**config.mk**
```make
export PLATFORM = sky130hd
export DESIGN_NAME = led_port
export DESIGN_NICKNAME = d
export VERILOG_FILES = /design/src/soc_cfg.svh /design/src/soc_pkg.sv /design/src/led_port.sv
export SDC_FILE = /design/constraint.sdc
export NUM_CORES = 1
export LEC_CHECK = 0
export ABC_AREA = 1
export BUFFER_PORTS_ARGS = -buffer_cell sky130_fd_sc_hd__buf_2
export CAP_MARGIN = 20
export CORE_UTILIZATION = 28
export CTS_CLUSTER_DIAMETER = 50
export DETAILED_ROUTE_END_ITERATION = 7
export GPL_TIMING_DRIVEN = 0
export HOLD_SLACK_MARGIN = 0.06
export PLACE_DENSITY = 0.79
export SYNTH_ARGS = -nofsm -noshare
export SYNTH_HDL_FRONTEND = slang
export SYNTH_SLANG_ARGS = --single-unit
```
**constraint.sdc**
```tcl
create_clock -name clock -period 1.1 [get_ports clock]
set_input_delay 0 -clock clock [delete_from_list [all_inputs] [get_ports clock]]
set_output_delay 0 -clock clock [all_outputs]
set_load 0.005 [all_outputs]
```
**src/soc_cfg.svh**
```systemverilog
`ifndef SOC_CFG_SVH
`define SOC_CFG_SVH

// Block RAM region with an exclusive limit
`define SOC_RAM_BASE 32'h0001_0000
`define SOC_RAM_LIMIT 32'h0002_0000

// LED register region with an exclusive limit
`define SOC_LED_BASE 32'h5000_0000
`define SOC_LED_LIMIT 32'h5000_0010

// Timer occupies one word
`define SOC_TIMER_ADDR 32'h5000_0050

// Number of 32-bit words in the block RAM
`define SOC_RAM_WORDS 256

// Clocks per timer tick
`define SOC_TIMER_DIV 4

`endif

```
**src/soc_pkg.sv**
```systemverilog
package soc_pkg;

	// Bus data word
	typedef logic [31:0] word_t;

	// Byte address on the bus
	typedef logic [31:0] addr_t;

	// Pattern shown on the red LEDs
	typedef logic [9:0] led_t;

	// Word index into the block RAM
	typedef logic [7:0] ram_index_t;

	// Transfer held by the master until ready
	typedef struct packed {
		logic  request;
		logic  rw;
		addr_t address;
		word_t wdata;
	} bus_req_t;

	// Answer from a target with a one-cycle ready strobe
	typedef struct packed {
		logic  ready;
		word_t rdata;
	} bus_rsp_t;

endpackage

```
**src/led_port.sv**
```systemverilog
module led_port (
	input  logic               clock,
	input  logic               i_rst_n,
	input  soc_pkg::bus_req_t  i_req,
	output soc_pkg::bus_rsp_t  o_rsp,
	output soc_pkg::led_t      o_led
);

	soc_pkg::led_t led_q;
	logic ready_q;
	logic access;

	assign access = i_req.request && !ready_q;

	always_ff @(posedge clock)
	begin
		if (!i_rst_n)
		begin
			ready_q <= 1'b0;
			led_q <= '0;
		end
		else
		begin
			ready_q <= access;
			// Only the low bits reach the pins
			if (access && i_req.rw)
			begin
				led_q <= i_req.wdata[$bits(soc_pkg::led_t) - 1:0];
			end
		end
	end

	assign o_led = led_q;
	assign o_rsp.ready = ready_q;
	// Readback is the pattern zero-extended
	assign o_rsp.rdata = soc_pkg::word_t'(led_q);

endmodule

```
==> results.toml <==
[detailed_routing]
detail_route.vias_per_cell = 3.40
firstDrtPassIters = 1
routed-via-count = 679
drt-total-wl_um = 1470
routedWlPerCell_um = 7.36
detail_route.drc_violations = 0
ant_nets = 0
first_iter_violations = 0

[hold_path]
min-delay-path-class = "in2reg"

[finish]
post_route_non_filler_standard_cell_count = 200
drive_above_1_share_pct = 43.0
diodes = 0
fillerInstances = 234
areaGrowthSynthToFinish_pct = 61.4
register_area_sq_um = 220
multi_input_comb_area_sq_um = 249
layout_common_cells = "36 x sky130_fd_sc_hd__buf_2, 33 x sky130_fd_sc_hd__buf_4, 22 x sky130_fd_sc_hd__conb_1"
final_common_cell = "sky130_fd_sc_hd__buf_2"
final_nets = 241

[setup_path]
timing.critical_path.fanout_max = 10
criticalPathCategory = "in2reg"
timing.critical_path.required_ps = 1300
crit_family = "buffers and inverters"
largest_stage_delay_on_the_critical_path_ps = 530
crit_buf_inv = 3
timing.critical_path.arrival_ps = 1120
cp-start-kind = "primary input"
path_cells = "dlygate4sd3_1, buf_2, nand3_2, buf_2, nor2_1, nor2_1"
crit_slowest_cell = "sky130_fd_sc_hd__dlygate4sd3_1"
setup.worst_path.end_class = "register"

[logic_synthesis]
synth_cell_types = 10
synthesis.area_sq_um = 701
yosysWarningCount = 0
ys_top_cells_by_area = "sky130_fd_sc_hd__buf_4 35%, sky130_fd_sc_hd__dfxtp_1 31%, sky130_fd_sc_hd__nand2_1 11%, sky130_fd_sc_hd__nor2_1 11%, sky130_fd_sc_hd__inv_1 5.9%"
synth_adder_area_share_pct = 0
syn_area_per_cell_sq_um = 6.94
synth-compound-area-share_pct = 0
largest_family_of_logic_cells_by_synthesized_area = "buffers and inverters"
simple_gate_share_of_the_synthesized_area_pct = 23.8
post_synth_mux_area_share_pct = 0
postSynthRegisterBits = 11
synth_top_cell_by_area = "sky130_fd_sc_hd__buf_4"
synth_seq_area_share_pct = 31.4
synth-xor-area-share_pct = 0
number_of_instances_in_the_synthesized_netlist = 101
yosysTopAreaCellShare_pct = 35.4

[clock_network]
clock_path_buffers = 2
post-cts-setup-buffer-count = 0
ctsHtreeMaxLevel = 1
tritoncts = "built"
cts-resized-gates = 0
cts_buf_count = 3
clock-root-buffer = "sky130_fd_sc_hd__clkbuf_4"
worstSkewPairLatency_ps = 260
clk_pin_slew_worst_paths_ps = 70
holdBufCountCts = 12
clkSinkCount = 11

[power]
pd_cells_mw_per_mm2 = 899
total_leakage_power_uw = 0.000728
max-vdd-ir-drop_mv = 0.396

[timing]
setup_viol = 0
aggregate_negative_setup_slack_ps = 0
tmin_final_ps = 919
grt_setup_unrepaired = "no"
final_max_slew_viol_count = 0
max_freq_mhz = 1090
timing.final.hold_violations = 0
fin_worst_skew_ps = 1.81
final_min_period_over_clock_period_pct = 83.5

[floorplan]
placementRows = 17
design.portCount = 111
die-height_um = 52.0
die_area_sq_mm = 0.00271
chipWidth_um = 52.0
initial_core_util_pct = 30.8
core_area_sq_mm = 0.00228

[grt]
antenna_found_initial = 0
grt_use_total_pct = 11.1
via_count_of_the_first_global_routing_pass = 556
pin_count_of_the_biggest_net_entering_global_routing = 11
grt_overflow = 0
grt_pass1_wl_um = 2160

[placed_design]
place.port_buffers = 34
placedCellCount = 184
place.detailed.hpwl_um = 1090
gpl.final_weighted_congestion = 0.620

[flow_run]
maxCapViolations = 0

[run_status]
status = "finished, final reports clean"
-- final timing paths --
check	from	end	slack [ps]	depth (start not counted)
hold reg to reg	o_led[5]$_SDFFE_PN0P_	o_led[5]$_SDFFE_PN0P_	530	4
hold / removal	i_req[64]	o_led[6]$_SDFFE_PN0P_	210	6
setup / recovery	i_req[65]	o_led[8]$_SDFFE_PN0P_	180	6
setup reg to reg	ready_q$_SDFF_PN0_	o_led[1]$_SDFFE_PN0P_	190	5
-- final cells by class --
type	instances	share of cell area (%)
Multi-Input combinational cell	64	22.0
Tap cell	28	3.10
Inverter	11	3.65
Clock buffer	4	2.32
Buffer	36	23.8
Timing Repair Buffer	46	25.7
Sequential cell	11	19.5
-- tightest hold or removal path: cells and delay by family --
kind,cells,cell delay (ps)
buffers and inverters,2,230
and+or+nand+nor,4,200
-- stage by stage --
stage / total power (uW) / setup slack [ps] / hold WS, ps / utilization [%] / cell area, sq um
6_report: 1020 / 181 / 212 / 49.7 / 1130
5_1_grt: 1090 / 44.2 / 252 / 49.7 / 1130
4_1_cts: 1030 / 159 / 214 / 49.7 / 1130
3_5_place_dp: 721 / 177 / 229 / 43.3 / 985
3_3_place_gp: 716 / 193 / 222 / 43.3 / 985
2_1_floorplan: 634 / 285 / 135 / - / 779
-- sequential cells by signal (all words and copies together) (netlist names) --
signal   count
ready_q      1
o_led       10
-- cell usage after synthesis --
cell type and instances:
sky130_fd_sc_hd__nand2_1 20, sky130_fd_sc_hd__nand3_2 1, sky130_fd_sc_hd__buf_2 2, sky130_fd_sc_hd__dfxtp_1 11, sky130_fd_sc_hd__buf_6 1, sky130_fd_sc_hd__nor2_1 20, sky130_fd_sc_hd__and3_1 1, sky130_fd_sc_hd__conb_1 1
sky130_fd_sc_hd__buf_4 33, sky130_fd_sc_hd__inv_1 11
-- cell families (layout without fill, tap and decap cells) --
| logic type | after synthesis | count (layout) |
|---|---|---|
| AND/OR/NAND/NOR | 42 | 42 |
| buffers and inverters | 47 | 97 |
| flip-flops | 11 | 11 |
| other | 1 | 22 |
-- power breakdown --
group / internal [uW] / total (uW) / switching (uW)
Clock: 140 / 272 / 132
Combinational: 185 / 300 / 115
Sequential: 426 / 445 / 19.0
-- per-layer routing --
layer  wire, um  track usage (%)  vias up
met4         22             6.76        0
met5          0                0        -
met3        154             1.75        2
met1        602             11.5      257
li1           -                -      378
met2        694             20.5       42
Power figures use the tool's default switching activity.
