### src/soc_cfg.svh
`ifndef SOC_CFG_SVH
`define SOC_CFG_SVH

// Block RAM region with an exclusive limit
`define SOC_RAM_BASE 32'h0001_0000
`define SOC_RAM_LIMIT 32'h0002_0000

// LED register region with an exclusive limit
`define SOC_LED_BASE 32'h5000_0000
`define SOC_LED_LIMIT 32'h5000_0010

// Timer occupies one word
`define SOC_TIMER_ADDR 32'h5000_0050

// Number of 32-bit words in the block RAM
`define SOC_RAM_WORDS 256

// Clocks per timer tick
`define SOC_TIMER_DIV 4

`endif

### src/soc_pkg.sv
package soc_pkg;

	// Bus data word
	typedef logic [31:0] word_t;

	// Byte address on the bus
	typedef logic [31:0] addr_t;

	// Pattern shown on the red LEDs
	typedef logic [9:0] led_t;

	// Word index into the block RAM
	typedef logic [7:0] ram_index_t;

	// Transfer held by the master until ready
	typedef struct packed {
		logic  request;
		logic  rw;
		addr_t address;
		word_t wdata;
	} bus_req_t;

	// Answer from a target with a one-cycle ready strobe
	typedef struct packed {
		logic  ready;
		word_t rdata;
	} bus_rsp_t;

endpackage

### src/bus_decoder.sv
`include "soc_cfg.svh"

module bus_decoder (
	input  logic               clock,
	input  logic               i_rst_n,
	input  soc_pkg::bus_req_t  i_bus,
	output soc_pkg::bus_rsp_t  o_bus,
	output soc_pkg::bus_req_t  o_ram_req,
	output soc_pkg::bus_req_t  o_led_req,
	output soc_pkg::bus_req_t  o_timer_req,
	input  soc_pkg::bus_rsp_t  i_ram_rsp,
	input  soc_pkg::bus_rsp_t  i_led_rsp,
	input  soc_pkg::bus_rsp_t  i_timer_rsp
);

	typedef enum logic [1:0] {
		REGION_NONE,
		REGION_RAM,
		REGION_LED,
		REGION_TIMER
	} region_e;

	region_e region;
	logic ram_hit;
	logic led_hit;
	logic timer_hit;
	logic none_ready;

	// Region bounds
	assign ram_hit = (i_bus.address >= `SOC_RAM_BASE) && (i_bus.address < `SOC_RAM_LIMIT);
	assign led_hit = (i_bus.address >= `SOC_LED_BASE) && (i_bus.address < `SOC_LED_LIMIT);
	assign timer_hit = (i_bus.address == `SOC_TIMER_ADDR);

	always_comb
	begin
		if (ram_hit)
		begin
			region = REGION_RAM;
		end
		else if (led_hit)
		begin
			region = REGION_LED;
		end
		else if (timer_hit)
		begin
			region = REGION_TIMER;
		end
		else
		begin
			region = REGION_NONE;
		end
	end

	// Each target sees only its own transfers with a region-relative address
	always_comb
	begin
		o_ram_req = i_bus;
		o_ram_req.request = i_bus.request && (region == REGION_RAM);
		o_ram_req.address = i_bus.address - `SOC_RAM_BASE;

		o_led_req = i_bus;
		o_led_req.request = i_bus.request && (region == REGION_LED);
		o_led_req.address = i_bus.address - `SOC_LED_BASE;

		o_timer_req = i_bus;
		o_timer_req.request = i_bus.request && (region == REGION_TIMER);
		o_timer_req.address = i_bus.address - `SOC_TIMER_ADDR;
	end

	// Stray addresses get a strobe of their own so the master never stalls
	always_ff @(posedge clock)
	begin
		if (!i_rst_n)
		begin
			none_ready <= 1'b0;
		end
		else
		begin
			none_ready <= i_bus.request && (region == REGION_NONE) && !none_ready;
		end
	end

	// Response back to the master
	always_comb
	begin
		case (region)
			REGION_RAM:
			begin
				o_bus = i_ram_rsp;
			end
			REGION_LED:
			begin
				o_bus = i_led_rsp;
			end
			REGION_TIMER:
			begin
				o_bus = i_timer_rsp;
			end
			default:
			begin
				o_bus.ready = none_ready;
				o_bus.rdata = '0;
			end
		endcase
	end

endmodule

### config.mk
export PLATFORM = sky130hd
export DESIGN_NAME = bus_decoder
export DESIGN_NICKNAME = d
export VERILOG_FILES = /design/src/soc_pkg.sv /design/src/bus_decoder.sv
export VERILOG_INCLUDE_DIRS = /design/src
export SDC_FILE = /design/constraint.sdc
export NUM_CORES = 1
export LEC_CHECK = 0
export BUFFER_PORTS_ARGS = -buffer_cell sky130_fd_sc_hd__clkbuf_2
export CAP_MARGIN = 20
export CORE_AREA = 10 10 146 148
export CTS_BUF_LIST = sky130_fd_sc_hd__clkbuf_16
export CTS_CLUSTER_SIZE = 25
export DETAILED_ROUTE_END_ITERATION = 8
export DIE_AREA = 0 0 156 158
export GPL_TIMING_DRIVEN = 0
export PLACE_DENSITY = 0.57
export SLEW_MARGIN = 20
export SYNTH_ARGS = -nofsm -noshare
export SYNTH_HDL_FRONTEND = slang
export SYNTH_SLANG_ARGS = --single-unit
export TNS_END_PERCENT = 10
### constraint.sdc
create_clock -name clock -period 3.5 [get_ports clock]
set_input_delay 0.7 -clock clock [delete_from_list [all_inputs] [get_ports clock]]
set_output_delay 0.7 -clock clock [all_outputs]
set_load 0.005 [all_outputs]
==> impl_metrics.yaml, run 1 <==
floorplan:
  rows: 50
  die_area_sq_um: 24600
  dieHeight_microns: 158
  io_pins: 398
  coreArea_sq_um: 18500
  start_util: 0.149
  fp.dieW_microns: 156
grt:
  grt_usage: 0.117
  overflow: 0
  grt_pass1_vias: 3940
  grt_pass1_wl_microns: 23400
  antenna_found_initial: 0
  grt_max_degree: 12
pwr:
  sw_frac_of_total: 0.420
  power_frac_comb: 0.976
  power_density_nw_per_um2: 104
  vdd_ir_drop_max_mv: 0.0431
  p_seq_frac: 0.024
  p_leak_uw: 0.00307
  p_int_uw: 306
  p_clk_frac: 0
  p_switching_uw: 222
sta:
  setup_tns_ns: 0
  worst_slew_pin_slew_ns: 0.519
  drv_slew: 0
  max_clock_freq_mhz: 291
  fin_crit_ns: 3.43
  hold_viol_final: 0
  holdWs_ns: 0.542
  finalCritPeriodShare: 0.981
  fin_worst_skew_ns: 0
  setup_viol: 0
  maxSlewHeadroom: 0.654
  rsz0062_at_grt: "yes"
clock_tree:
  clk_pin_slew_ns: 0
  clk_latency_ns: 0
  ctsHoldBuffers: 0
yosys:
  syn_area_per_cell_sq_um: 6.65
  synth-seq-cells: 1
  netlist_area_sq_um: 2760
  synthCells: 414
  synth_edf_count: 0
  yosys-top-cells-area: "buf_4, nand2_1, a22oi_1"
  async_reset_ff_frac: 0
  synth_top_area_cell: "buf_4"
  ys_seq_area_frac: 0.00727
  ys_types: 36
  yosysWarningCount: 0
  syn-num-nets: 589
  synth_ff_type: "dfxtp_1"
  netlist.area_leader.share: 0.403
worst_setup_path:
  critical_path_class: "input pin to output port"
  r2r-end: "none_ready"
  crit_path_top_delay_cell: "or4_4"
  reg2reg_depth: 2
  r2r-start: "none_ready"
  crit_chain: "clkbuf_2 -> nor2b_1 -> nand4_4 -> or4_4 -> o2111a_1 -> buf_6 -> buf_4 -> o31ai_2 -> clkbuf_2"
  cp.required_ns: 2.80
  cp_common_cell: "clkbuf_2"
  arrival_ns: 2.73
  cp_max_fo: 10
  worstSetupStartpointType: "input pin"
  cp-end-kind: "output port"
  slowest_delay_ns: 0.49
  reg2reg_slack_ns: 2.81
routing:
  drt_iter0_drc: 142
  wl_met2_microns: 8900
  wl_microns: 17000
  antenna_left: 0
  drt_first_pass_iters: 4
  vias_per_cell: 3.87
  drc: 0
  wl_met3_microns: 1780
  top_layer_used: "met4"
  vias: 3945
  wl_per_cell_microns: 16.6
  drt-met1-wl_microns: 6150
cells_and_area:
  largest_register_ffs: 1
  nNetsFinal: 963
  final_common_cell: "clkbuf_2"
  drive_gt1_frac: 0.705
  n_antenna_cell: 0
  top_register: "none_ready"
  area_growth_pct: 84.4
  fill_cells: 2124
  layout_common_cells: "clkbuf_2, buf_4, nand2_1"
  reg_top3: "none_ready: 1 flops"
job:
  cap_violations: 0
min_path:
  whs_endpoint: "none_ready"
  hp-class: "flip-flop to flip-flop"
  hold_depth: 2
  worstHoldStart: "none_ready"
placed_design:
  post-dp-hpwl_microns: 15100
  io_buffers: 358
  globalplace.congestion: 0.784
run_status:
  outcome: "finished, final reports clean"
## cells in the mapped netlist, types with 2 or more instances
cell type	count
o21ai_0	8
buf_2	2
inv_1	10
nand3b_1	2
xnor2_1	20
a21oi_1	3
nand4_1	2
nor4_4	3
buf_6	5
or3_1	2
buf_1	2
nor2_1	17
nor4_1	7
nand2b_1	3
a22oi_1	33
ha_1	8
nor2b_1	3
xor2_1	18
nand3_1	2
nand2_1	85
nand4b_1	2
nor3_1	7
nor3b_1	2
clkbuf_1	7
buf_4	148
and2_1	3
## per-stage QoR
step / instance area (sq um) / cells / total power (uW) / worst slack [ns] / utilization
2_1_floorplan: 2760 / 414 / 245 / 0.340 / -
3_3_place_gp: 4840 / 1006 / 517 / -1.05 / 0.262
3_5_place_dp: 4840 / 1006 / 517 / -0.910 / 0.262
4_1_cts: 4950 / 1013 / 526 / 0.0103 / 0.268
5_1_grt: 5080 / 1020 / 578 / -0.0341 / 0.275
6_report: 5080 / 1020 / 528 / 0.0657 / 0.275
## critical path, delay by kind of cell
family          cells  cell delay, ns
simple gates        3            1.00
buf+inv             4            0.66
compound gates      2            0.36
## cell type report
class                      count  area [sq um]  area share
timing repair buffer         373          1920       0.377
multi-input combinational    239          1580       0.310
buffer                       163          1230       0.243
tap                          234           293      0.0576
inverter                      10          41.3     0.00813
sequential                     1          20.0     0.00394
## worst max path at each step
stage | start | end | slack, ns | cells past startpoint
floorplan | i_bus[50] | o_bus[32] | 0.34 | 7
global placement | i_bus[46] | o_bus[0] | -1.05 | 8
detailed placement | i_bus[46] | o_bus[0] | -0.91 | 8
CTS | i_bus[54] | o_bus[5] | 0.01 | 9
global route | i_bus[62] | o_bus[8] | -0.03 | 11
finish | i_bus[62] | o_bus[32] | 0.07 | 9
## layer usage
layer / global-route usage / vias to the layer above
met3: 0.0339 / 6
li1: - / 1963
met1: 0.128 / 1765
met5: 0 / -
met2: 0.226 / 211
met4: 0.00854 / 0
## cell families (layout without fill, tap and decap cells)
logic type	Yosys count	count (layout)	share of synthesized area
AND/OR/NAND/NOR	145	145	0.259
flip-flops	1	1	0.00727
multiplexers	1	1	0.00363
AO/OA/AOI/OAI	47	47	0.120
buffers and inverters	174	546	0.453
XOR/XNOR	38	38	0.121
adder cells (fa/ha/maj)	8	8	0.0363
## timing repair
action / 4_1_cts / 5_1_grt
endpoints found under the setup margin: 47 / 36
resized for setup: 12 / 39
cloned: 0 / 1
setup buffers: 8 / 6
pin swaps: 4 / 5
## power groups by stage
| stage | registers, uW | logic (uW) | clock network, uW |
|---|---|---|---|
| 2_1_floorplan | 12.6 | 232 | 0 |
| 3_3_place_gp | 12.6 | 504 | 0 |
| 3_5_place_dp | 12.6 | 505 | 0 |
| 4_1_cts | 12.6 | 513 | 0 |
| 5_1_grt | 12.7 | 566 | 0 |
| 6_report | 12.6 | 515 | 0 |
Note: power is estimated with default switching activity, not from simulation.
==> run 2, diff against run 1 <==
CORE_AREA = 2 2 155 157   (was 10 10 146 148)
DIE_AREA = 0 0 157 159   (was 0 0 156 158)
PLACE_DENSITY = 0.51   (was 0.57)
==> run 2 against run 1 <==
Effect of this change: combinational power about the same; register-to-register slack got worse by 0.05 ns; critical path depth increased by 3; die area rose by 1.3%; largest cell class unchanged.
==> impl_metrics.yaml, run 2 (synthesis results as in run 1) <==
run_status:
  outcome: "finished, final reports clean"
cells_and_area:
  layout_common_cells: "clkbuf_2, buf_4, nand2_1"
  top_register: "none_ready"
  largest_register_ffs: 1
  postLayoutCoreUtil: 0.227
  reg_top3: "none_ready: 1 flops"
  area_growth_pct: 90.8
  drive_gt1_frac: 0.710
  final_area_sq_um: 5260
  n_antenna_cell: 0
  nNetsFinal: 963
  final_common_cell: "clkbuf_2"
sta:
  drv_slew: 0
  fin_worst_skew_ns: 0
  max_clock_freq_mhz: 294
  worst_slew_pin_slew_ns: 0.560
  setup_viol: 0
  finalCritPeriodShare: 0.972
  hold_viol_final: 0
  fin_crit_ns: 3.40
  setup_tns_ns: 0
  maxSlewHeadroom: 0.624
floorplan:
  die_area_sq_um: 25000
  fp.dieW_microns: 157
  rows: 56
  start_util: 0.119
  dieHeight_microns: 159
  coreArea_sq_um: 23200
  io_pins: 398
worst_setup_path:
  reg2reg_slack_ns: 2.76
  cp_max_fo: 7
  cp.required_ns: 2.80
  r2r-start: "none_ready"
  arrival_ns: 2.70
  worstSetupStartpointType: "input pin"
  cp-end-kind: "output port"
  reg2reg_depth: 2
  critical_path_class: "input pin to output port"
  r2r-end: "none_ready"
routing:
  drt_iter0_drc: 115
  drt_first_pass_iters: 4
  drc: 0
  antenna_left: 0
  wl_per_cell_microns: 13.8
  wl_microns: 15200
  vias: 3880
  vias_per_cell: 3.51
grt:
  grt_max_degree: 14
  grt_pass1_vias: 3675
  grt_usage: 0.105
  grt_pass1_wl_microns: 20700
  overflow: 0
  antenna_found_initial: 0
min_path:
  worstHoldStart: "none_ready"
  hp-class: "flip-flop to flip-flop"
  hold_depth: 2
  whs_endpoint: "none_ready"
clock_tree:
  clk_latency_ns: 0
  ctsHoldBuffers: 0
  clk_pin_slew_ns: 0
placed_design:
  globalplace.congestion: 0.696
  io_buffers: 358
  place_area_sq_um: 4950
  post-dp-hpwl_microns: 13200
pwr:
  p_leak_uw: 0.00309
  vdd_ir_drop_max_mv: 0.0394
  power_density_nw_per_um2: 101
job:
  cap_violations: 0
## run 2: cell types whose count changed in the layout (fill, tap and decap cells not counted), sizes merged
cell and change:
buf -3, clkbuf +3
## run 2: timing repair
action,in CTS,in global routing
setup buffers,7,5
endpoints found under the hold margin,0,0
gates resized for setup,14,40
gates cloned,0,3
pin swaps,5,9
endpoints found under the setup margin,51,33
## run 2: worst max path at each step
| stage | start | end | cells after the start |
|---|---|---|---|
| final | i_bus[36] | o_bus[5] | 12 |
| after global routing | i_bus[46] | o_timer_req[52] | 9 |
| after CTS | i_bus[37] | o_timer_req[63] | 8 |
| after detailed placement | i_bus[46] | o_bus[26] | 8 |
| after global placement | i_bus[46] | o_bus[7] | 8 |
| after floorplan | i_bus[50] | o_bus[32] | 7 |
## run 2: worst max-delay path: stages
cell and delay [ns]:
clkbuf_4 0.15, inv_1 0.07, ha_2 0.18, nor2b_4 0.13, and4b_1 0.20, or4_1 0.48, o2111a_2 0.23, buf_12 0.17
clkbuf_16 0.16, nand2_1 0.06, nand2_1 0.06, clkbuf_2 0.12
## run 2: area by class of cell
cell class	count	area, sq um
timing repair buffer	373	1970
tap	319	399
buffer	163	1250
inverter	10	41.3
fill	2653	17900
multi-input combinational	239	1580
sequential	1	20.0
## run 2: where the power goes
| part | switching, uW | internal [uW] | leakage (uW) |
|---|---|---|---|
| clock network | 0 | 0 | 0 |
| logic | 218 | 300 | 0.00308 |
| registers | 0.702 | 12.4 | 0.00000827 |
## run 2: metrics by stage
| step | setup WS (ns) | cells | hold slack (ns) | power (uW) |
|---|---|---|---|---|
| 2_1_floorplan | 0.340 | 414 | 0.526 | 245 |
| 3_3_place_gp | -0.851 | 1091 | 0.662 | 509 |
| 3_5_place_dp | -0.876 | 1091 | 0.671 | 512 |
| 4_1_cts | -0.00716 | 1097 | 0.674 | 520 |
| 5_1_grt | -0.0109 | 1105 | 0.699 | 579 |
| 6_report | 0.0967 | 1105 | 0.620 | 531 |
## run 2: metal layers
metal / up-vias / GRT usage / wire [microns]
li1: 1960 / - / -
met1: 1713 / 0.119 / 5980
met2: 201 / 0.221 / 8240
met3: 6 / 0.00599 / 929
met4: 0 / 0.00375 / 52
met5: - / 0 / 0
