`src/soc_cfg.svh`:
```
`ifndef SOC_CFG_SVH
`define SOC_CFG_SVH

// Block RAM region with an exclusive limit
`define SOC_RAM_BASE 32'h0001_0000
`define SOC_RAM_LIMIT 32'h0002_0000

// LED register region with an exclusive limit
`define SOC_LED_BASE 32'h5000_0000
`define SOC_LED_LIMIT 32'h5000_0010

// Timer occupies one word
`define SOC_TIMER_ADDR 32'h5000_0050

// Number of 32-bit words in the block RAM
`define SOC_RAM_WORDS 256

// Clocks per timer tick
`define SOC_TIMER_DIV 4

`endif

```
`src/soc_pkg.sv`:
```
package soc_pkg;

	// Bus data word
	typedef logic [31:0] word_t;

	// Byte address on the bus
	typedef logic [31:0] addr_t;

	// Pattern shown on the red LEDs
	typedef logic [9:0] led_t;

	// Word index into the block RAM
	typedef logic [7:0] ram_index_t;

	// Transfer held by the master until ready
	typedef struct packed {
		logic  request;
		logic  rw;
		addr_t address;
		word_t wdata;
	} bus_req_t;

	// Answer from a target with a one-cycle ready strobe
	typedef struct packed {
		logic  ready;
		word_t rdata;
	} bus_rsp_t;

endpackage

```
`src/tick_timer.sv`:
```
`include "soc_cfg.svh"

module tick_timer (
	input  logic               clock,
	input  logic               i_rst_n,
	input  soc_pkg::bus_req_t  i_req,
	output soc_pkg::bus_rsp_t  o_rsp
);

	soc_pkg::word_t prescale_q;
	soc_pkg::word_t count_q;
	soc_pkg::word_t rdata_q;
	logic ready_q;
	logic access;
	logic tick;

	assign access = i_req.request && !ready_q;

	// Last clock of a prescale period
	assign tick = (prescale_q == soc_pkg::word_t'(`SOC_TIMER_DIV - 1));

	always_ff @(posedge clock)
	begin
		if (!i_rst_n)
		begin
			ready_q <= 1'b0;
			prescale_q <= '0;
			count_q <= '0;
		end
		else
		begin
			ready_q <= access;
			if (access && i_req.rw)
			begin
				// Load restarts the prescale period
				count_q <= i_req.wdata;
				prescale_q <= '0;
			end
			else if (tick)
			begin
				count_q <= count_q + 1'b1;
				prescale_q <= '0;
			end
			else
			begin
				prescale_q <= prescale_q + 1'b1;
			end
		end
	end

	// Count captured on the request cycle
	always_ff @(posedge clock)
	begin
		if (access)
		begin
			rdata_q <= count_q;
		end
	end

	assign o_rsp.ready = ready_q;
	assign o_rsp.rdata = rdata_q;

endmodule

```
`config.mk`:
```
export PLATFORM = sky130hd
export DESIGN_NAME = tick_timer
export DESIGN_NICKNAME = d
export VERILOG_FILES = /design/src/soc_pkg.sv /design/src/tick_timer.sv
export VERILOG_INCLUDE_DIRS = /design/src
export SDC_FILE = /design/constraint.sdc
export NUM_CORES = 1
export LEC_CHECK = 0
export ABC_AREA = 1
export BUFFER_PORTS_ARGS = -buffer_cell sky130_fd_sc_hd__clkbuf_2
export CORE_AREA = 2 2 105 107
export DETAILED_ROUTE_END_ITERATION = 10
export DIE_AREA = 0 0 107 109
export GPL_ROUTABILITY_DRIVEN = 0
export HOLD_SLACK_MARGIN = 0.15
export PLACE_DENSITY = 0.72
export SLEW_MARGIN = 20
export SYNTH_ARGS = -nofsm -noshare
export SYNTH_HDL_FRONTEND = slang
export SYNTH_SLANG_ARGS = --single-unit
```
`constraint.sdc`:
```
create_clock -name clock -period 3.83 [get_ports clock]
set_input_delay 0.5745 -clock clock [delete_from_list [all_inputs] [get_ports clock]]
set_output_delay 0.5745 -clock clock [all_outputs]
set_load 0.02 [all_outputs]
```
==> impl_metrics.py, run 1 <==
metrics = {
    "outcome": {
        "status": "complete, no violations",
    },
    "cts": {
        "post-cts-setup-buffer-count": 0,
        "cts.sink_count": 97,
        "clk-insertion-delay-late_ns": 0.38,
        "post_cts.resized_instances": 0,
        "tritoncts": "yes",
        "clock_tree.htree_level_count": 3,
        "cts_hold_buf": 0,
        "cts.clk_slew.worst_paths_ns": 0.10,
        "number_of_clock_buffers_inserted_by_tritoncts": 9,
        "cts_max_path_buffers": 2,
        "clock_tree.root_cell": "sky130_fd_sc_hd__clkbuf_8",
    },
    "logic_synthesis": {
        "async_set_or_reset_flop_fraction_in_the_synthesized_netlist": 0,
        "synth-compound-area-share": 0.0554,
        "post_synthesis_simple_gate_area_fraction": 0.421,
        "synth_seq_area_share": 0.438,
        "synthesis.area_per_instance_um2": 6.94,
        "yosysUniqueCellTypes": 33,
        "synth_top_family_by_area": "simple AND/OR/NAND/NOR gates",
        "yosysWarnings": 0,
        "post_synth_mux_area_share": 0,
        "syn-cell-area_um2": 5170,
        "post_synthesis_cell_count": 745,
        "post_synth_xor_area_fraction": 0.0220,
        "post_synth_main_area_contributors": "sky130_fd_sc_hd__dfxtp_1, sky130_fd_sc_hd__edfxtp_1, sky130_fd_sc_hd__nand2_1",
        "number_of_flops_mapped_to_enable_cells_by_yosys": 32,
        "synth_fa_ha_area_frac": 0.00484,
        "synthFlopType": "sky130_fd_sc_hd__dfxtp_1",
        "synth.largest_area_cell": "sky130_fd_sc_hd__dfxtp_1",
        "synth.ff_latch_count": 97,
        "yosysTopAreaCellShare": 0.252,
        "mappedNetlistNets": 815,
    },
    "timing": {
        "clock_skew_ns": 0.0205,
        "period_share": 0.564,
        "finalWorstPathRequiredPeriod_ns": 2.16,
        "maxSlewViolCount": 0,
        "report.final.setup_viol": 0,
        "fin_tns_setup_ns": 0,
        "grt_setup_unrepaired": "false",
        "hold_viol_final": 0,
        "slew_headroom": 0.625,
        "tightest_slew_ns": 0.563,
        "clock.fmax_ghz": 0.463,
    },
    "power": {
        "clockPowerShare": 0.332,
        "power.internal_mw": 1.51,
        "total_leakage_power_nw": 2.16,
        "finalPower_mw": 2.06,
        "power_density_over_the_cells_nw_per_um2": 353,
        "power_frac_seq": 0.563,
        "vdd.ir_drop.worst_mv": 0.200,
        "switching_share": 0.266,
        "proportion_of_power_drawn_by_combinational_gates": 0.105,
        "power.net_switching_mw": 0.548,
    },
    "critical_path": {
        "arr_time_crit_path_ns": 2.48,
        "timing.critical_path.to_type": "flop",
        "rr_startpoint": "prescale_q[0]$_SDFF_PP0_",
        "number_of_cell_instances_on_the_worst_register_to_register_path": 12,
        "worst_setup_path_endpoint": "count_q[26]$_SDFFE_PN0P_",
        "crit_path_max_fanout": 34,
        "crit_path_from": "prescale_q[0]$_SDFF_PP0_",
        "timing.critical_path.from_type": "flop",
        "worst-endpoint-required_ns": 4.15,
        "worstSetupPathType": "flop to flop",
        "critical_path.reg2reg.endpoint": "count_q[26]$_SDFFE_PN0P_",
        "reg2reg_slack_ns": 1.67,
    },
    "drt": {
        "first_pass_iters": 5,
        "route.final.wire_length_um": 12400,
        "drt_initial_violations": 174,
        "wire_per_inst_um": 12.9,
        "detail-route-antenna-nets": 0,
        "drc": 0,
        "avgViaCountPerCell": 5.08,
        "num_vias": 4859,
    },
    "global_routing": {
        "first_global_vias": 4483,
        "grt_util_all_layers": 0.220,
        "antenna_found_initial": 0,
        "grt_pass1_wl_um": 20400,
        "overflow": 0,
        "largest_net_degree_at_the_start_of_global_routing": 46,
    },
    "die": {
        "die_height_um": 109,
        "core_area_um2": 10600,
        "num_io_pins": 101,
        "fp.dieW_um": 107,
        "initial_utilization": 0.487,
        "fp-row-count": 38,
        "fp.dieArea_um2": 11700,
    },
    "worst_hold_path": {
        "min_path_type": "input port to flop",
        "min_from": "i_req[65]",
    },
    "layout": {
        "final_layout_size_suffix_gt1_frac": 0.156,
        "final_cell_mix": "sky130_fd_sc_hd__nand2_1, sky130_fd_sc_hd__nor2_1, sky130_fd_sc_hd__clkbuf_2",
        "antenna_cells": 0,
        "layout.nets": 881,
        "ff_latch_area_um2": 2260,
        "multi_input_comb_area_um2": 2610,
        "most_common_cell_after_layout_fill_and_taps_aside": "sky130_fd_sc_hd__nand2_1",
        "postLayoutCoreUtil": 0.550,
        "number_of_fillers_in_the_final_layout": 1043,
        "layout_stage_area_growth_over_the_synthesis_result_pct": 12.8,
    },
    "placed_design": {
        "hpwlAfterDp_um": 9280,
        "count_of_buffers_inserted_at_the_top_level_ports": 68,
    },
    "run": {
        "timing.max_cap.violations": 0,
    },
}
-- worst min path at each step --
stage,end,cells past startpoint
2_1_floorplan,ready_q$_SDFF_PN0_,1
3_3_place_gp,prescale_q[0]$_SDFF_PP0_,1
3_5_place_dp,prescale_q[0]$_SDFF_PP0_,1
4_1_cts,ready_q$_SDFF_PN0_,3
5_1_grt,ready_q$_SDFF_PN0_,3
6_report,ready_q$_SDFF_PN0_,3
-- power by group through the flow --
stage / logic, mW / registers (mW) / clock network (mW)
after floorplan: 0.123 / 1.20 / 0
after global placement: 0.212 / 1.18 / 0
after detailed placement: 0.216 / 1.18 / 0
after CTS: 0.217 / 1.16 / 0.691
after global routing: 0.244 / 1.17 / 0.728
final: 0.216 / 1.16 / 0.683
-- registers in the layout, indices dropped and copies added, names as in the netlist --
register / cells
count_q: 32
prescale_q: 32
ready_q: 1
rdata_q: 32
-- critical path: stages (launching register included) --
cell and delay, ns:
sky130_fd_sc_hd__dfxtp_1 0.35, sky130_fd_sc_hd__ha_1 0.21, sky130_fd_sc_hd__inv_2 0.11, sky130_fd_sc_hd__nor2_2 0.05, sky130_fd_sc_hd__nand2_1 0.08, sky130_fd_sc_hd__nor2_1 0.05
sky130_fd_sc_hd__nand2_1 0.16, sky130_fd_sc_hd__nor2_4 0.09, sky130_fd_sc_hd__nor2_8 0.29, sky130_fd_sc_hd__nand2_4 0.31, sky130_fd_sc_hd__inv_4 0.25, sky130_fd_sc_hd__nand2_1 0.08
sky130_fd_sc_hd__nand2_1 0.07
-- routing by layer --
layer  GRT usage  share of wire  up-vias
met5           0              0        -
met4      0.0983          0.025        0
met3      0.0299          0.053       24
li1            -              -     2508
met2       0.372           0.47      135
met1       0.283           0.45     2192
-- logic make-up after synthesis --
kind of cell / count (synthesis)
AO/OA/AOI/OAI: 54
adder cells (fa/ha/maj): 2
XOR/XNOR: 13
AND/OR/NAND/NOR: 506
flip-flops: 97
buffers and inverters: 73
-- final cells by class --
class,count,share of cell area
Timing Repair Buffer,70,0.0610
Multi-Input combinational cell,575,0.448
Tap cell,140,0.0301
Inverter,58,0.0378
Clock inverter,4,0.00472
Sequential cell,97,0.388
Clock buffer,12,0.0305
-- Yosys cell counts, drive strengths merged, types with 6 or more instances --
cell      n
o21ai    25
clkbuf    6
dfxtp    65
nand3b   10
a21oi    24
nor3     12
nand2   238
nor2    157
or2      22
nand3    63
xnor2     7
edfxtp   32
buf       9
xor2      6
inv      58
-- stage by stage --
| stage | hold WS [ns] | worst slack [ns] | cells | area [µm²] |
|---|---|---|---|---|
| 2_1_floorplan | 0.422 | 0.717 | 745 | 5170 |
| 3_3_place_gp | 0.440 | 1.72 | 940 | 5620 |
| 3_5_place_dp | 0.454 | 1.65 | 940 | 5620 |
| 4_1_cts | 0.433 | 1.69 | 956 | 5830 |
| 5_1_grt | 0.463 | 1.48 | 956 | 5830 |
| 6_report | 0.442 | 1.67 | 956 | 5830 |
Note: power is estimated with default switching activity, not from simulation.
==> run 2: changes to the inputs <==
Clock period 3.83 ns to 2 ns, I/O delays scaled along.
==> run 2 against run 1 <==
Compared with the run above: worst setup slack worse by 1.5 ns; final cell count up 1.0%; flip-flop and latch count is the same; sequential power rose by 91%; global-route usage up 0.57 points; die area is the same; routed wire length increased by 2.4%; worst hold slack got worse by 0.27 ns; first-iteration DRC count up 82%; clock-buffer cell count down 1; critical endpoint unchanged.
==> impl_metrics.py, run 2 (same netlist as run 1, synthesis figures left out) <==
metrics = {
    "outcome": {
        "status": "complete, no violations",
    },
    "drt": {
        "drt_initial_violations": 317,
        "avgViaCountPerCell": 5.13,
        "first_pass_iters": 7,
        "detail-route-antenna-nets": 0,
        "num_vias": 4957,
        "drc": 0,
        "route.final.wire_length_um": 12600,
        "wire_per_inst_um": 13.1,
    },
    "timing": {
        "clock.fmax_ghz": 0.546,
        "finalWorstPathRequiredPeriod_ns": 1.83,
        "tightest_slew_ns": 0.437,
        "hold_viol_final": 0,
        "grt_setup_unrepaired": "false",
        "fin_tns_setup_ns": 0,
        "report.final.setup_viol": 0,
        "clock_skew_ns": 0.0111,
        "maxSlewViolCount": 0,
        "period_share": 0.916,
        "slew_headroom": 0.706,
    },
    "power": {
        "vdd.ir_drop.worst_mv": 0.289,
        "power_density_over_the_cells_nw_per_um2": 687,
        "total_leakage_power_nw": 2.23,
        "finalPower_mw": 4.10,
    },
    "cts": {
        "clock_tree.htree_level_count": 3,
        "clock_tree.root_cell": "sky130_fd_sc_hd__clkbuf_8",
        "cts_max_path_buffers": 2,
        "cts.sink_count": 97,
        "tritoncts": "yes",
        "cts.clk_slew.worst_paths_ns": 0.10,
        "number_of_clock_buffers_inserted_by_tritoncts": 9,
        "clk-insertion-delay-late_ns": 0.37,
    },
    "global_routing": {
        "antenna_found_initial": 0,
        "first_global_vias": 4612,
        "grt_pass1_wl_um": 20900,
        "grt_util_all_layers": 0.226,
        "overflow": 0,
        "largest_net_degree_at_the_start_of_global_routing": 33,
    },
    "layout": {
        "antenna_cells": 0,
        "final_layout_size_suffix_gt1_frac": 0.168,
        "final_cell_mix": "sky130_fd_sc_hd__nand2_1, sky130_fd_sc_hd__nor2_1, sky130_fd_sc_hd__clkbuf_2",
        "top_regs": "count_q x32, prescale_q x32, rdata_q x32",
        "postLayoutCoreUtil": 0.563,
        "layout.nets": 891,
        "layout_stage_area_growth_over_the_synthesis_result_pct": 15.6,
        "most_common_cell_after_layout_fill_and_taps_aside": "sky130_fd_sc_hd__nand2_1",
    },
    "worst_hold_path": {
        "worstHoldEndpoint": "ready_q$_SDFF_PN0_",
        "min_path_type": "input port to flop",
        "min_delay_path_depth": 3,
        "min_from": "i_req[65]",
    },
    "critical_path": {
        "cp_slowest_stage_delay_ns": 0.41,
        "crit_slowest_cell": "sky130_fd_sc_hd__dfxtp_1",
        "arr_time_crit_path_ns": 2.10,
        "critical_path.reg2reg.endpoint": "count_q[26]$_SDFFE_PN0P_",
        "timing.critical_path.from_type": "flop",
        "rr_startpoint": "count_q[0]$_SDFFE_PN0P_",
        "worstSetupPathType": "flop to flop",
        "worst-endpoint-required_ns": 2.27,
        "timing.critical_path.to_type": "flop",
        "cp_cell_sequence": "ha_1 -> nand2_1 -> nor2_4 -> nand2_1 -> nor2_1 -> nand2_1 -> nand2_1 -> nand3_1 -> nand3_1 -> nand2_1",
        "cp_common_cell": "sky130_fd_sc_hd__nand2_1",
        "crit_path_max_fanout": 6,
        "reg2reg_slack_ns": 0.17,
        "number_of_cell_instances_on_the_worst_register_to_register_path": 10,
    },
    "die": {
        "core_area_um2": 10600,
        "num_io_pins": 101,
        "fp.dieW_um": 107,
        "fp.dieArea_um2": 11700,
        "fp-row-count": 38,
        "initial_utilization": 0.487,
        "die_height_um": 109,
    },
    "placed_design": {
        "count_of_buffers_inserted_at_the_top_level_ports": 68,
        "hpwlAfterDp_um": 9690,
    },
    "run": {
        "timing.max_cap.violations": 0,
    },
}
==> run 2: worst max path at each step <==
stage | from | to | slack (ns) | cells after the start
after floorplan | ready_q$_SDFF_PN0_ | count_q[30]$_SDFFE_PN0P_ | 0.15 | 6
after detailed placement | prescale_q[0]$_SDFF_PP0_ | prescale_q[22]$_SDFF_PP0_ | 0.03 | 11
after CTS | count_q[0]$_SDFFE_PN0P_ | count_q[16]$_SDFFE_PN0P_ | 0.02 | 10
final | count_q[0]$_SDFFE_PN0P_ | count_q[26]$_SDFFE_PN0P_ | 0.17 | 10
after global placement | prescale_q[0]$_SDFF_PP0_ | count_q[24]$_SDFFE_PN0P_ | 0.08 | 12
after global routing | count_q[0]$_SDFFE_PN0P_ | count_q[16]$_SDFFE_PN0P_ | 0.006 | 10
==> run 2: through the flow <==
stage,cell area (µm²),hold slack (ns),std cells,worst slack (ns)
2_1_floorplan,5170,0.429,745,0.153
3_3_place_gp,5690,0.440,946,0.0813
3_5_place_dp,5690,0.451,946,0.0297
4_1_cts,5920,0.168,962,0.0152
5_1_grt,5970,0.173,966,0.00583
6_report,5970,0.174,966,0.169
==> run 2: report_power, final <==
group | switching (mW) | internal (mW)
combinational | 0.278 | 0.170
sequential | 0.0822 | 2.14
clock | 0.704 | 0.730
==> run 2: critical path, delay by kind of cell (launching register included) <==
kind | cells | cell delay (ns)
DFF | 1 | 0.41
adders and majority gates | 1 | 0.21
and+or+nand+nor | 9 | 1.10
==> run 2: timing repair <==
item,4_1_cts,5_1_grt
gates resized for setup,0,4
setup endpoints to repair,0,41
setup buffers,0,4
hold buffers,0,0
==> run 2: routing by layer <==
layer	routed length [µm]	global-route usage
met5	0	0
met4	268	0.0872
met3	848	0.0400
met2	6060	0.386
met1	5470	0.286
==> run 2: area by class of cell <==
class	count	area [µm²]
Timing Repair Buffer	80	455
Clock buffer	11	174
Multi-Input combinational cell	575	2630
Clock inverter	5	57.6
Inverter	58	220
Sequential cell	97	2260
Fill cell	990	4630
Tap cell	140	175
